## config.mk

```make
export PLATFORM = sky130hd
export DESIGN_NAME = sector_cache
export DESIGN_NICKNAME = d
export VERILOG_FILES = /design/src/soc_pkg.sv /design/src/sector_cache.sv
export VERILOG_INCLUDE_DIRS = /design/src /design/src/include
export SDC_FILE = /design/constraint.sdc
export NUM_CORES = 2
export LEC_CHECK = 0
export BUFFER_PORTS_ARGS = -buffer_cell sky130_fd_sc_hd__buf_2
export CAP_MARGIN = 20
export CORE_UTILIZATION = 65
export CTS_CLUSTER_DIAMETER = 120
export CTS_CLUSTER_SIZE = 40
export DETAILED_ROUTE_END_ITERATION = 12
export PLACE_DENSITY = 0.81
export SLEW_MARGIN = 25
export SYNTH_ARGS = -nofsm -noshare
export SYNTH_HDL_FRONTEND = slang
export SYNTH_SLANG_ARGS = --single-unit
```

## constraint.sdc

```tcl
create_clock -name CLOCK_50 -period 8.3 [get_ports CLOCK_50]
set_input_delay 1.66 -clock CLOCK_50 [delete_from_list [all_inputs] [get_ports CLOCK_50]]
set_output_delay 1.66 -clock CLOCK_50 [all_outputs]
set_load 0.01 [all_outputs]
```

## src/include/soc_params.svh

```systemverilog
`ifndef SOC_PARAMS_SVH
`define SOC_PARAMS_SVH

// Word RAM window
`define RAM_BASE        32'h0000_1000
`define RAM_WORDS       256

// Keyboard register, last make code
`define KEY_ADDR        32'h0000_2000

// UART byte write
`define UART_ADDR       32'h0000_2004

// SD control and status registers
`define SD_ADDR_REG     32'h0000_2008
`define SD_READ_REG     32'h0000_200C
`define SD_AVAIL_REG    32'h0000_2010

// Sector cache window, one byte per address
`define SD_CACHE_BASE   32'h0000_3000
`define SECTOR_BYTES    512

// PS/2 break prefix
`define PS2_BREAK       8'hF0

`endif

```

## src/soc_pkg.sv

```systemverilog
package soc_pkg;

    // Decoded bus target
    typedef enum logic [2:0] {
        TGT_RAM,
        TGT_KEY,
        TGT_UART,
        TGT_SD_ADDR,
        TGT_SD_READ,
        TGT_SD_AVAIL,
        TGT_SD_CACHE,
        TGT_NONE
    } bus_target_e;

    // PS/2 frame receiver
    typedef enum logic {
        PS_IDLE,
        PS_SHIFT
    } ps2_state_e;

    // Sector fill handshake
    typedef enum logic [1:0] {
        FS_IDLE,
        FS_FILL,
        FS_RELEASE
    } fill_state_e;

endpackage

```

## src/sector_cache.sv

```systemverilog
`include "soc_params.svh"

module sector_cache (
    input  logic       CLOCK_50,
    input  logic       KEY0,
    input  logic       fill_start,
    output logic       sd_req,
    input  logic       sd_ack,
    input  logic [7:0] sd_byte,
    input  logic       sd_byte_valid,
    input  logic [8:0] cache_index,
    output logic [7:0] cache_byte,
    output logic       cache_available
);

    localparam int IDX_W = $clog2(`SECTOR_BYTES);

    soc_pkg::fill_state_e state;
    logic [IDX_W-1:0] fill_index;
    logic [7:0]       buffer [0:`SECTOR_BYTES-1];
    logic             store;

    assign store = (state == soc_pkg::FS_FILL) && sd_byte_valid;

    // Four-phase request toward the SD source
    always_ff @(posedge CLOCK_50 or negedge KEY0) begin
        if (!KEY0) begin
            state           <= soc_pkg::FS_IDLE;
            fill_index      <= '0;
            sd_req          <= 1'b0;
            cache_available <= 1'b0;
        end else begin
            case (state)
                soc_pkg::FS_IDLE: begin
                    if (fill_start) begin
                        state           <= soc_pkg::FS_FILL;
                        fill_index      <= '0;
                        sd_req          <= 1'b1;
                        cache_available <= 1'b0;
                    end
                end
                soc_pkg::FS_FILL: begin
                    if (store) begin
                        fill_index <= fill_index + 1'b1;
                    end
                    if (sd_ack) begin
                        state  <= soc_pkg::FS_RELEASE;
                        sd_req <= 1'b0;
                    end
                end
                soc_pkg::FS_RELEASE: begin
                    // Wait for the source to drop ack
                    if (!sd_ack) begin
                        state           <= soc_pkg::FS_IDLE;
                        cache_available <= 1'b1;
                    end
                end
                default: state <= soc_pkg::FS_IDLE;
            endcase
        end
    end

    always_ff @(posedge CLOCK_50) begin
        if (store) begin
            buffer[fill_index] <= sd_byte;
        end
    end

    assign cache_byte = buffer[cache_index];

endmodule

```

Word level (Yosys, flattened, before mapping)
Memory sizes are Yosys's and may differ from the RTL's.
Cells that the tools add are included.
{ "word_totals": {"reg_bits": 13, "ramBits": 4096, "in_bits": 22, "out_inout_bits": 10, "elab_cells": 35, "n_memories": 1} }
{ "op_classes": {"addsub": 1, "n_eq_ne": 6, "muxes": 15, "n_reduce_logical": 8} }
{ "memory_table": {"columns": ["memory", "depth", "width", "read_ports", "rd_ports_with_merged_regs", "write_ports", "line_no", "text"], "rows": [
  ["buffer", 512, 8, 1, 0, 1, "sector_cache.sv:20", "logic [7:0] buffer [0:`SECTOR_BYTES-1];"]
]} }
{ "ops": {"columns": ["op", "n"], "rows": [
  ["2-to-1 mux 9 bit", 2],
  ["case mux 9 bit (2 select lines)", 1],
  ["AND reduction 3 bit", 4],
  ["adder 9 x 1 -> 9 bit, second input constant", 1],
  ["!= test 2 bit, second input constant", 4],
  ["2-to-1 mux 1 bit", 6],
  ["2-to-1 mux 2 bit", 3],
  ["case mux 2 bit (3 select lines)", 1],
  ["case mux 1 bit (2 select lines)", 2],
  ["nonzero test 2 bit", 2],
  ["equality test 2 x 1 -> 1 bit, second input constant", 1],
  ["equality test 2 bit, second input constant", 1],
  ["zero test 2 bit", 1],
  ["logical AND 1 bit", 1]
]} }

Depth between registers and ports, before layout
{ "depth": {"ltp_word": 4, "ltp_mapped": 12, "ltp_nobuf": 7} }

Least setup slack after synthesis
No wires, ideal clock.
{ "synth_path": {"path_type": "input to output", "startpoint": "in cache_index[1]", "endpoint": "out cache_byte[2]", "arrival_ns": 3.590, "t_required_ns": 6.640, "setup_slack_ns": 3.050, "cell_stages": 11, "n_path_buf": 4, "path_cell_list": "buf_4 -> or2_1 -> buf_6 -> buf_6 -> buf_2 -> o221ai_1 -> a21oi_1 -> nor4_1 -> nand4_1 -> nor4_1 -> o2111a_1"} }
{ "synth_via": {"elab_chain_cells": 1} }
{ "synth_rtl": {"columns": ["element", "line_no", "text"], "rows": [
  ["start: declaration", "sector_cache.sv:11", "input logic [8:0] cache_index,"],
  ["memory (512 x 8 bit)", null, null],
  ["end: declaration", "sector_cache.sv:12", "output logic [7:0] cache_byte,"]
]} }
Every way passes these cells.

Final worst setup path
{ "layout_path": {"startpoint": "in cache_index[3]", "endpoint": "out cache_byte[7]"} }
The elaborated chain is that of the path after synthesis.

==> qor.csv <==
metric;value;unit
outcome;complete, no violations;
syn_area;160000;µm²
drt_iter0_markers;14033;
post-route-period-util;97.7;%
start_util;65.6;%
wl_per_cell;34.5;µm
postSynthCellCount;8128;
die-area;248000;µm²
place_hpwl;230;mm
core_region_area;244000;µm²
synth_cell_types;52;
cts_htree_levels;3;
antenna_found_initial;17;
required;6.64;ns
setup_viol;0;
cts_tree;built;
num_vias;81596;
cts_made_buffers;112;
die_w;498;µm
track_usage;30.9;%
ff2ff_setup_slack;4.14;ns
power_leakage;51.1;nW
synth.avg_cell_area;19.7;µm²
io_buffers;31;
final_common_cell;edfxtp_1;
drc;0;
ios;32;
yosysSeqAreaShare;77.0;%
p_per_area;198;nW/µm²
skew;0.0565;ns
cp_data_arrival_time;6.45;ns
via_per_inst;7.33;
cap_violations;0;
cts_resized;0;
hold_buffers;0;
worst_slack;0.188;ns
ys.flop_type;edfxtp_1;
clk_latency;0.88;ns
grt_overflow;0;
path_clk_slew;0.13;ns
place_congestion;0.956;
rr_startpoint;state[1]$_DFFE_PN0P_;
fin_nets;7931;
crit_fanout;35;
async_flop_share;0.316;%
worst_r2r_path_depth;5;
worst_pin_slew;1.21;ns
synth_edf_count;4096;
drt-pass1-iter-count;7;
layoutNonFillerInstCount;11131;
route.antenna.remaining_nets;0;
maxSlewViolCount;0;
finalCriticalPeriod;8.11;ns
slew_headroom;19.4;%
cp-start-kind;input port;
drive_gt1_share;12.6;%
tns;0;ns
critPathCapture;cache_byte[7];
r2r-end;buffer[341][4]$_DFFE_PP_;
hp-start;cache_available$_DFFE_PN0P_;
crit_start;cache_index[3];
post_cts_buffers;0;
endpoint_kind;output port;
grt_first_pass_wirelength;553;mm
rows;181;
irDropWorstVdd;0.262;mV
grt_pass1_vias;80027;
cts_buffer_depth;3;
yosys_warnings;0;
pre_cts_slack;0.482;ns
cts-root-buf;clkbuf_16;
hold_viol;0;
clock.fmax;123;MHz
path_class;input port to output port;
wl;384;mm
syn2layout_area_growth;4.12;%
synth-seq-cells;4109;
die_h;498;µm
final_cell_mix;4096 x edfxtp_1, 785 x mux2i_1, 654 x mux4_2, 601 x nor2_1, 364 x o221ai_1;
hp-class;register to register;
synth_fp_nets;8154;
grt_max_degree;189;
rsz0062_at_grt;no;
clock_sinks;4109;
dp_cells;10989;
-- flip-flops by register name (all words and copies together) (netlist names) --
signal,flops
sd_req,1
cache_available,1
fill_index,9
state,2
buffer,4096
-- synth_stat cells, types with 77 or more instances --
library cell	count	share of area, %
nand2_1	173	0.41
edfxtp_1	4096	77
nor3_1	121	0.38
o221ai_1	364	2.0
buf_4	77	0.36
nor2_1	602	1.4
clkbuf_1	297	0.70
mux4_2	654	9.2
mux2i_1	785	4.9
o22ai_1	159	0.62
o21ai_0	127	0.40
a21oi_1	198	0.62
-- cell type report --
type	instances	area, µm²
clock buffers	126	2900
inverters	7	33.8
well taps	3202	4010
diodes	5	12.5
repair buffers	183	2090
fillers	14507	77400
flip-flops and latches	4109	123000
clock inverters	7	85.1
multi-input cells	3492	34300
-- per-stage QoR --
| step | power, W | util (%) | hold slack (ns) | cell area (µm²) |
|---|---|---|---|---|
| floorplan | 0.0244 | - | 0.515 | 160000 |
| global placement | 0.0253 | 67.0 | 0.477 | 164000 |
| detailed placement | 0.0254 | 67.0 | 0.490 | 164000 |
| CTS | 0.0330 | 68.2 | 0.521 | 167000 |
| global route | 0.0337 | 68.3 | 0.547 | 167000 |
| finish | 0.0331 | 68.3 | 0.519 | 167000 |
-- worst min path at each step --
stage,slack (ns),cells past startpoint,to
detailed placement,0.49,2,cache_available$_DFFE_PN0P_
global route,0.55,2,cache_available$_DFFE_PN0P_
global placement,0.48,2,cache_available$_DFFE_PN0P_
CTS,0.52,2,cache_available$_DFFE_PN0P_
finish,0.52,2,cache_available$_DFFE_PN0P_
floorplan,0.52,2,cache_available$_DFFE_PN0P_
-- critical path, stage by stage --
cell      delay, ns
buf_2          0.85
inv_1          0.48
nand3_1        0.72
nor3_1         0.14
nor4_1         0.72
o311ai_0       0.53
nor4_1         0.48
buf_4          0.24
o2111a_1       0.38
buf_2          0.20
-- metal layers --
metal / global-route usage (%) / part of all wire [%] / vias to the layer above
li1: - / - / 32864
met1: 43.2 / 35 / 41805
met2: 48.0 / 47 / 5956
met3: 6.69 / 12 / 945
met4: 12.7 / 4.8 / 26
met5: 0 / 0.043 / -
-- logic make-up after synthesis --
| kind of cell | Yosys count | synth area share [%] |
|---|---|---|
| AO/OA/AOI/OAI | 988 | 4.33 |
| buffers and inverters | 527 | 1.72 |
| adder cells (fa/ha/maj) | 4 | 0.0312 |
| multiplexers | 1439 | 14.1 |
| XOR/XNOR | 8 | 0.0437 |
| flip-flops | 4109 | 77.0 |
| AND/OR/NAND/NOR | 1053 | 2.78 |
-- power by group --
| group | switching, W | total (W) | leakage [nW] | internal [W] |
|---|---|---|---|---|
| clock | 0.00557 | 0.00810 | 1.46 | 0.00253 |
| sequential | 0.0000309 | 0.0228 | 37.0 | 0.0228 |
| combinational | 0.00147 | 0.00214 | 12.7 | 0.000664 |
| total | 0.00707 | 0.0331 | 51.1 | 0.0260 |
Power figures use the tool's default switching activity.
