File: config.mk
export PLATFORM = sky130hd
export DESIGN_NAME = ps2_receiver
export DESIGN_NICKNAME = d
export VERILOG_FILES = /design/src/soc_pkg.sv /design/src/ps2_receiver.sv
export VERILOG_INCLUDE_DIRS = /design/src /design/src/include
export SDC_FILE = /design/constraint.sdc
export NUM_CORES = 1
export LEC_CHECK = 0
export ABC_AREA = 1
export BUFFER_PORTS_ARGS = -buffer_cell sky130_fd_sc_hd__buf_4
export CORE_MARGIN = 3
export CORE_UTILIZATION = 34
export CTS_CLUSTER_DIAMETER = 80
export DETAILED_ROUTE_END_ITERATION = 6
export SLEW_MARGIN = 0
export SYNTH_ARGS = -nofsm -noshare
export SYNTH_HDL_FRONTEND = slang
export SYNTH_SLANG_ARGS = --single-unit
File: constraint.sdc
create_clock -name CLOCK_50 -period 2.96 [get_ports CLOCK_50]
set_clock_uncertainty 0.2 [all_clocks]
set_input_delay 0.148 -clock CLOCK_50 [delete_from_list [all_inputs] [get_ports CLOCK_50]]
set_output_delay 0.148 -clock CLOCK_50 [all_outputs]
set_load 0.005 [all_outputs]
File: src/include/soc_params.svh
`ifndef SOC_PARAMS_SVH
`define SOC_PARAMS_SVH

// Word RAM window
`define RAM_BASE        32'h0000_1000
`define RAM_WORDS       256

// Keyboard register, last make code
`define KEY_ADDR        32'h0000_2000

// UART byte write
`define UART_ADDR       32'h0000_2004

// SD control and status registers
`define SD_ADDR_REG     32'h0000_2008
`define SD_READ_REG     32'h0000_200C
`define SD_AVAIL_REG    32'h0000_2010

// Sector cache window, one byte per address
`define SD_CACHE_BASE   32'h0000_3000
`define SECTOR_BYTES    512

// PS/2 break prefix
`define PS2_BREAK       8'hF0

`endif

File: src/soc_pkg.sv
package soc_pkg;

    // Decoded bus target
    typedef enum logic [2:0] {
        TGT_RAM,
        TGT_KEY,
        TGT_UART,
        TGT_SD_ADDR,
        TGT_SD_READ,
        TGT_SD_AVAIL,
        TGT_SD_CACHE,
        TGT_NONE
    } bus_target_e;

    // PS/2 frame receiver
    typedef enum logic {
        PS_IDLE,
        PS_SHIFT
    } ps2_state_e;

    // Sector fill handshake
    typedef enum logic [1:0] {
        FS_IDLE,
        FS_FILL,
        FS_RELEASE
    } fill_state_e;

endpackage

File: src/ps2_receiver.sv
`include "soc_params.svh"

module ps2_receiver (
    input  logic       CLOCK_50,
    input  logic       KEY0,
    input  logic       ps2_clk,
    input  logic       ps2_dat,
    output logic [7:0] scan_code,
    output logic       key_pressed,
    output logic       key_released
);

    soc_pkg::ps2_state_e state;
    logic [1:0] clk_sync;
    logic [1:0] dat_sync;
    logic       clk_prev;
    logic       clk_fall;
    logic [3:0] bit_cnt;
    logic [9:0] shift;
    logic [9:0] frame;
    logic       frame_ok;
    logic       break_seen;

    // Both lines idle high
    always_ff @(posedge CLOCK_50 or negedge KEY0) begin
        if (!KEY0) begin
            clk_sync <= 2'b11;
            dat_sync <= 2'b11;
            clk_prev <= 1'b1;
        end else begin
            clk_sync <= {clk_sync[0], ps2_clk};
            dat_sync <= {dat_sync[0], ps2_dat};
            clk_prev <= clk_sync[1];
        end
    end

    assign clk_fall = clk_prev && !clk_sync[1];

    // Frame after the current bit is shifted in, LSB first
    assign frame = {dat_sync[1], shift[9:1]};
    // Stop bit high and odd parity over data plus parity
    assign frame_ok = frame[9] && (^frame[8:0]);

    always_ff @(posedge CLOCK_50 or negedge KEY0) begin
        if (!KEY0) begin
            state        <= soc_pkg::PS_IDLE;
            bit_cnt      <= '0;
            shift        <= '0;
            break_seen   <= 1'b0;
            scan_code    <= '0;
            key_pressed  <= 1'b0;
            key_released <= 1'b0;
        end else begin
            key_pressed  <= 1'b0;
            key_released <= 1'b0;
            if (clk_fall) begin
                case (state)
                    soc_pkg::PS_IDLE: begin
                        // Start bit must be low
                        if (!dat_sync[1]) begin
                            state   <= soc_pkg::PS_SHIFT;
                            bit_cnt <= '0;
                        end
                    end
                    soc_pkg::PS_SHIFT: begin
                        shift <= frame;
                        if (bit_cnt == 4'd9) begin
                            state <= soc_pkg::PS_IDLE;
                            if (frame_ok) begin
                                if (frame[7:0] == `PS2_BREAK) begin
                                    break_seen <= 1'b1;
                                end else begin
                                    scan_code    <= frame[7:0];
                                    key_pressed  <= !break_seen;
                                    key_released <= break_seen;
                                    break_seen   <= 1'b0;
                                end
                            end
                        end else begin
                            bit_cnt <= bit_cnt + 4'd1;
                        end
                    end
                    default: state <= soc_pkg::PS_IDLE;
                endcase
            end
        end
    end

endmodule

After elaboration in Yosys (flattened, before gate mapping)
Cells that the tools add are included.
{"block": "totals", "reg_bits": 31, "inputBits": 4, "out_inout_bits": 10}
{"block": "classes", "addsub": 1, "eq_ne": 4, "muxes": 17, "bitwise_logic": 2, "reduce_logical": 9}
{"op": "1-bit 2-to-1 mux", "count": 13}
{"op": "9-bit parity", "count": 1}
{"op": "8-bit equality test (second input constant)", "count": 1}
{"op": "4-bit 2-to-1 mux", "count": 2}
{"op": "4-bit one-hot mux with 2 select lines", "count": 1}
{"op": "5-bit AND reduction", "count": 1}
{"op": "4-bit by 1-bit adder with 4-bit output (second input constant)", "count": 1}
{"op": "4-bit equality test (second input constant)", "count": 1}
{"op": "2-bit != test (second input constant)", "count": 2}
{"op": "4-bit AND reduction", "count": 1}
{"op": "3-bit AND reduction", "count": 1}
{"op": "1-bit logical AND", "count": 2}
{"op": "1-bit zero test", "count": 2}
{"op": "1-bit NOT", "count": 2}
{"op": "1-bit one-hot mux with 2 select lines", "count": 1}
{"op": "2-bit AND reduction", "count": 1}

Longest topological paths before layout
{"block": "logic_depth", "word_depth": 6, "ltp_mapped": 12, "ltp_nobuf": 11}

Least setup slack after synthesis
Ideal clock, no wire load.
{"block": "synth_timing", "kind": "reg-to-reg", "from": "reg shift[7]", "to": "reg break_seen", "setup_ps": 117, "arrival_ps": 1334, "setup_slack_ps": 1309, "path_stages_with_launch": 9, "path_buffers": 1, "period_less_slack_ps": 1651, "cell_sequence": "dfrtp_1 > ha_1 > xor2_1 > nand3_1 > nand2_2 > buf_6 > nand3_2 > nand2_1 > nand2_1"}
{"block": "synth_between", "elab_chain_len": 3}
{"element": "from (decl)", "line_no": "ps2_receiver.sv:19", "rtl": "logic [9:0] shift;"}
{"element": "from (signal assigned)", "line_no": "ps2_receiver.sv:66", "rtl": "shift <= frame;"}
{"element": "9-bit parity", "line_no": "ps2_receiver.sv:42", "rtl": "assign frame_ok = frame[9] && (^frame[8:0]);"}
{"element": "1-bit logical AND", "line_no": "ps2_receiver.sv:42"}
{"element": "4-bit AND reduction (no line)"}
{"element": "to (signal assigned)", "line_no": "ps2_receiver.sv:49", "rtl": "break_seen <= 1'b0;"}
{"element": "to (signal assigned)", "line_no": "ps2_receiver.sv:71", "rtl": "break_seen <= 1'b1;"}
{"element": "to (signal assigned)", "line_no": "ps2_receiver.sv:76", "rtl": "break_seen <= 1'b0;"}
{"element": "to (decl)", "line_no": "ps2_receiver.sv:22", "rtl": "logic break_seen;"}
Several ways; a longest one is shown, not always the timed one.
A chain may end at the register's enable or synchronous reset.

Worst setup path after layout
{"block": "layout_timing", "from": "reg shift[2]", "to": "reg scan_code[7]"}
{"block": "layout_between", "elab_chain_len": 3}
{"element": "8-bit equality test (no line) or 9-bit parity (tied branches)"}
{"element": "1-bit NOT (no line) or 1-bit logical AND (tied branches)"}
{"element": "5-bit AND reduction (no line) (*)"}
{"element": "to (signal assigned)", "line_no": "ps2_receiver.sv:73", "rtl": "scan_code <= frame[7:0];"}
{"element": "to (decl)", "line_no": "ps2_receiver.sv:8", "rtl": "output logic [7:0] scan_code,"}
Every way passes the cells marked *; elsewhere a longest branch is shown, timed or not.

==> out/metrics.cfg <==
[yosys]
synth.net_count=150
netlist.area_leader.share_pct=45.3
ys_seq_area_share_pct=54.9
syn_area_per_cell_um2=9.86
synthTopCellsByArea=dfrtp_1 (45%), nand2_1 (11%), dfstp_2 (9.5%)
ys_types=26
syn_area_mm2=0.00138
synth_area_leader_cell=dfrtp_1
ys_seq_elements=30
synth_cells=140
ys_warn_count=0

[grt]
grt_pass1_vias=974
grt_use_total_pct=11.7
grt_max_degree=31
grt_first_pass_wirelength_um=4470
grt-ovfl-total=0
antenna_found_initial=0

[sta]
fin_tns_setup_ns=0
slew_headroom_pct=67.7
slew_violations=0
setup_viol=0
fmax_mhz=528
period_needed_ns=1.89
hold_viol=0
rsz0062_at_grt=false
setup_slack_ns=1.07
fin_crit_sh_pct=64.0
worstMarginPinSlew_ns=0.484

[final_layout]
nets=170
final_cell_mix=nand2_1 (41), dfrtp_1 (25), inv_1 (14)
final_common_cell=nand2_1
n_antenna_cell=0
fin_util_pct=43.0
area_delta_synth_final_pct=18.2
drive_gt1_share_pct=24.8

[outcome]
status=completed

[routing]
drtIter0Drc=33
drt-total-wl_um=2430
vias=969
ant_nets=0
avgViaCountPerCell=4.64
drc=0
wl_per_cell_um=11.6
firstDrtPassIters=4

[setup_path]
cp_common_cell=nand2_1
path_cells=inv_1 > ha_1 > inv_2 > nand2_1 > nand3_2 > nand2_1 > nand2_1 > nand2_2 > nand3_4 > nand2_1 > nand2_1
end_kind=register
reg2reg_slack_ns=1.07
r2r_cells=11
slowest_stage=dfrtp_1
crit_fanout=11
crit_path_max_incr_delay_ns=0.37
cp_data_arrival_time_ns=1.86
crit_required_ns=2.92
cp-start-kind=register
rr_startpoint=shift[2]
rr_endpoint=scan_code[7]
crit_type=register to register

[placement]
place_hpwl_um=1760
io_buffers=13
gp_congestion=0.794
place_ws_ns=1.07

[clock_network]
cts_tree=built
clockBufferDepth=2
insertion_delay_ns=0.28
cts_setup_buffers=0
cts_made_buffers=5
clock_sinks=30
htreeDepth=2
clk_pin_slew_worst_paths_ns=0.06
cts-root-buf=clkbuf_8

[pwr]
p_leak_uw=0.000796
total_power_uw=1200
powerDensity_mw_per_mm2=735
irDropWorstVdd_mv=0.289

[floorplan]
rows=22
dieArea_mm2=0.00486
die_width_um=69.7
coreArea_mm2=0.00380
start_util_pct=36.3
ios=14
die_h_um=69.7

[run]
cap_violations=0

[hold_path]
hp-class=input port to asynchronous set/reset pin

power breakdown:
part	switching (uW)	total, uW	internal (uW)
Combinational	227	346	119
Clock	143	330	187
Sequential	54.3	522	468
Total	425	1200	774
repair_timing:
action / in CTS / in global routing
endpoints found under the setup margin: 0 / 0
endpoints found under the hold margin: 32 / 0
resized for setup: 0 / 0
hold buffers: 3 / 0
worst max-delay path by stage:
| stage | to | from | depth (start not counted) |
|---|---|---|---|
| finish | scan_code[7] | shift[2] | 11 |
| global route | scan_code[4] | shift[3] | 11 |
| CTS | scan_code[0] | shift[2] | 11 |
| detailed placement | scan_code[0] | shift[3] | 10 |
| global placement | scan_code[5] | shift[3] | 10 |
| floorplan | break_seen | shift[7] | 8 |
Yosys cell counts, drive strengths merged:
| master | count |
|---|---|
| nand2 | 43 |
| inv | 17 |
| clkinv | 1 |
| o21ai | 10 |
| dfstp | 5 |
| dfrtp | 25 |
| xnor2 | 1 |
| buf | 3 |
| nor2 | 5 |
| a21oi | 3 |
| nand3 | 7 |
| nand4 | 9 |
| xor2 | 2 |
| o31ai | 3 |
| ha | 6 |
through the flow:
stage	std cells	hold slack, ns	cell area [um^2]
3_5_place_dp	198	-0.0998	1510
5_1_grt	209	0.160	1630
3_3_place_gp	198	-0.108	1510
4_1_cts	209	0.142	1630
2_1_floorplan	140	-0.348	1380
6_report	209	0.142	1630
state kept, by name, summed over array words and instances, names as in the netlist:
name and flops:
clk_sync 2, scan_code 8, break_seen 1, dat_sync 2
key_released 1, shift 9, state 1, clk_prev 1
key_pressed 1, bit_cnt 4
kinds of logic (layout without fill, tap and decap cells):
| logic type | Yosys count | after routing | synth area share (%) |
|---|---|---|---|
| AND/OR/NAND/NOR | 64 | 64 | 23.9 |
| flip-flops | 30 | 30 | 54.9 |
| buffers and inverters | 21 | 42 | 6.98 |
| AO/OA/AOI/OAI | 16 | 16 | 6.89 |
| adder cells (fa/ha/maj) | 6 | 6 | 5.44 |
| XOR/XNOR | 3 | 3 | 1.90 |
critical path, delay by kind of cell (launching register included):
kind,cells,cell delay [ns]
adders and majority gates,1,0.34
and+or+nand+nor,8,0.74
DFF,1,0.37
buffers and inverters,2,0.12
per-layer routing:
layer,part of all wire (%),vias to the layer above,GRT usage (%)
li1,-,496,-
met1,47,451,14.5
met2,47,17,18.0
met3,4.5,5,3.91
met4,2.1,0,5.74
met5,0,-,0
cell type report:
cell class              count  area, um^2
repair buffers             16         128
fillers                   368        2170
well taps                  48        60.1
clock inverters             1        5.00
flip-flops and latches     30         757
clock buffers               7        86.3
inverters                  18        68.8
multi-input cells          89         527
Note: power is estimated with default switching activity, not from simulation.
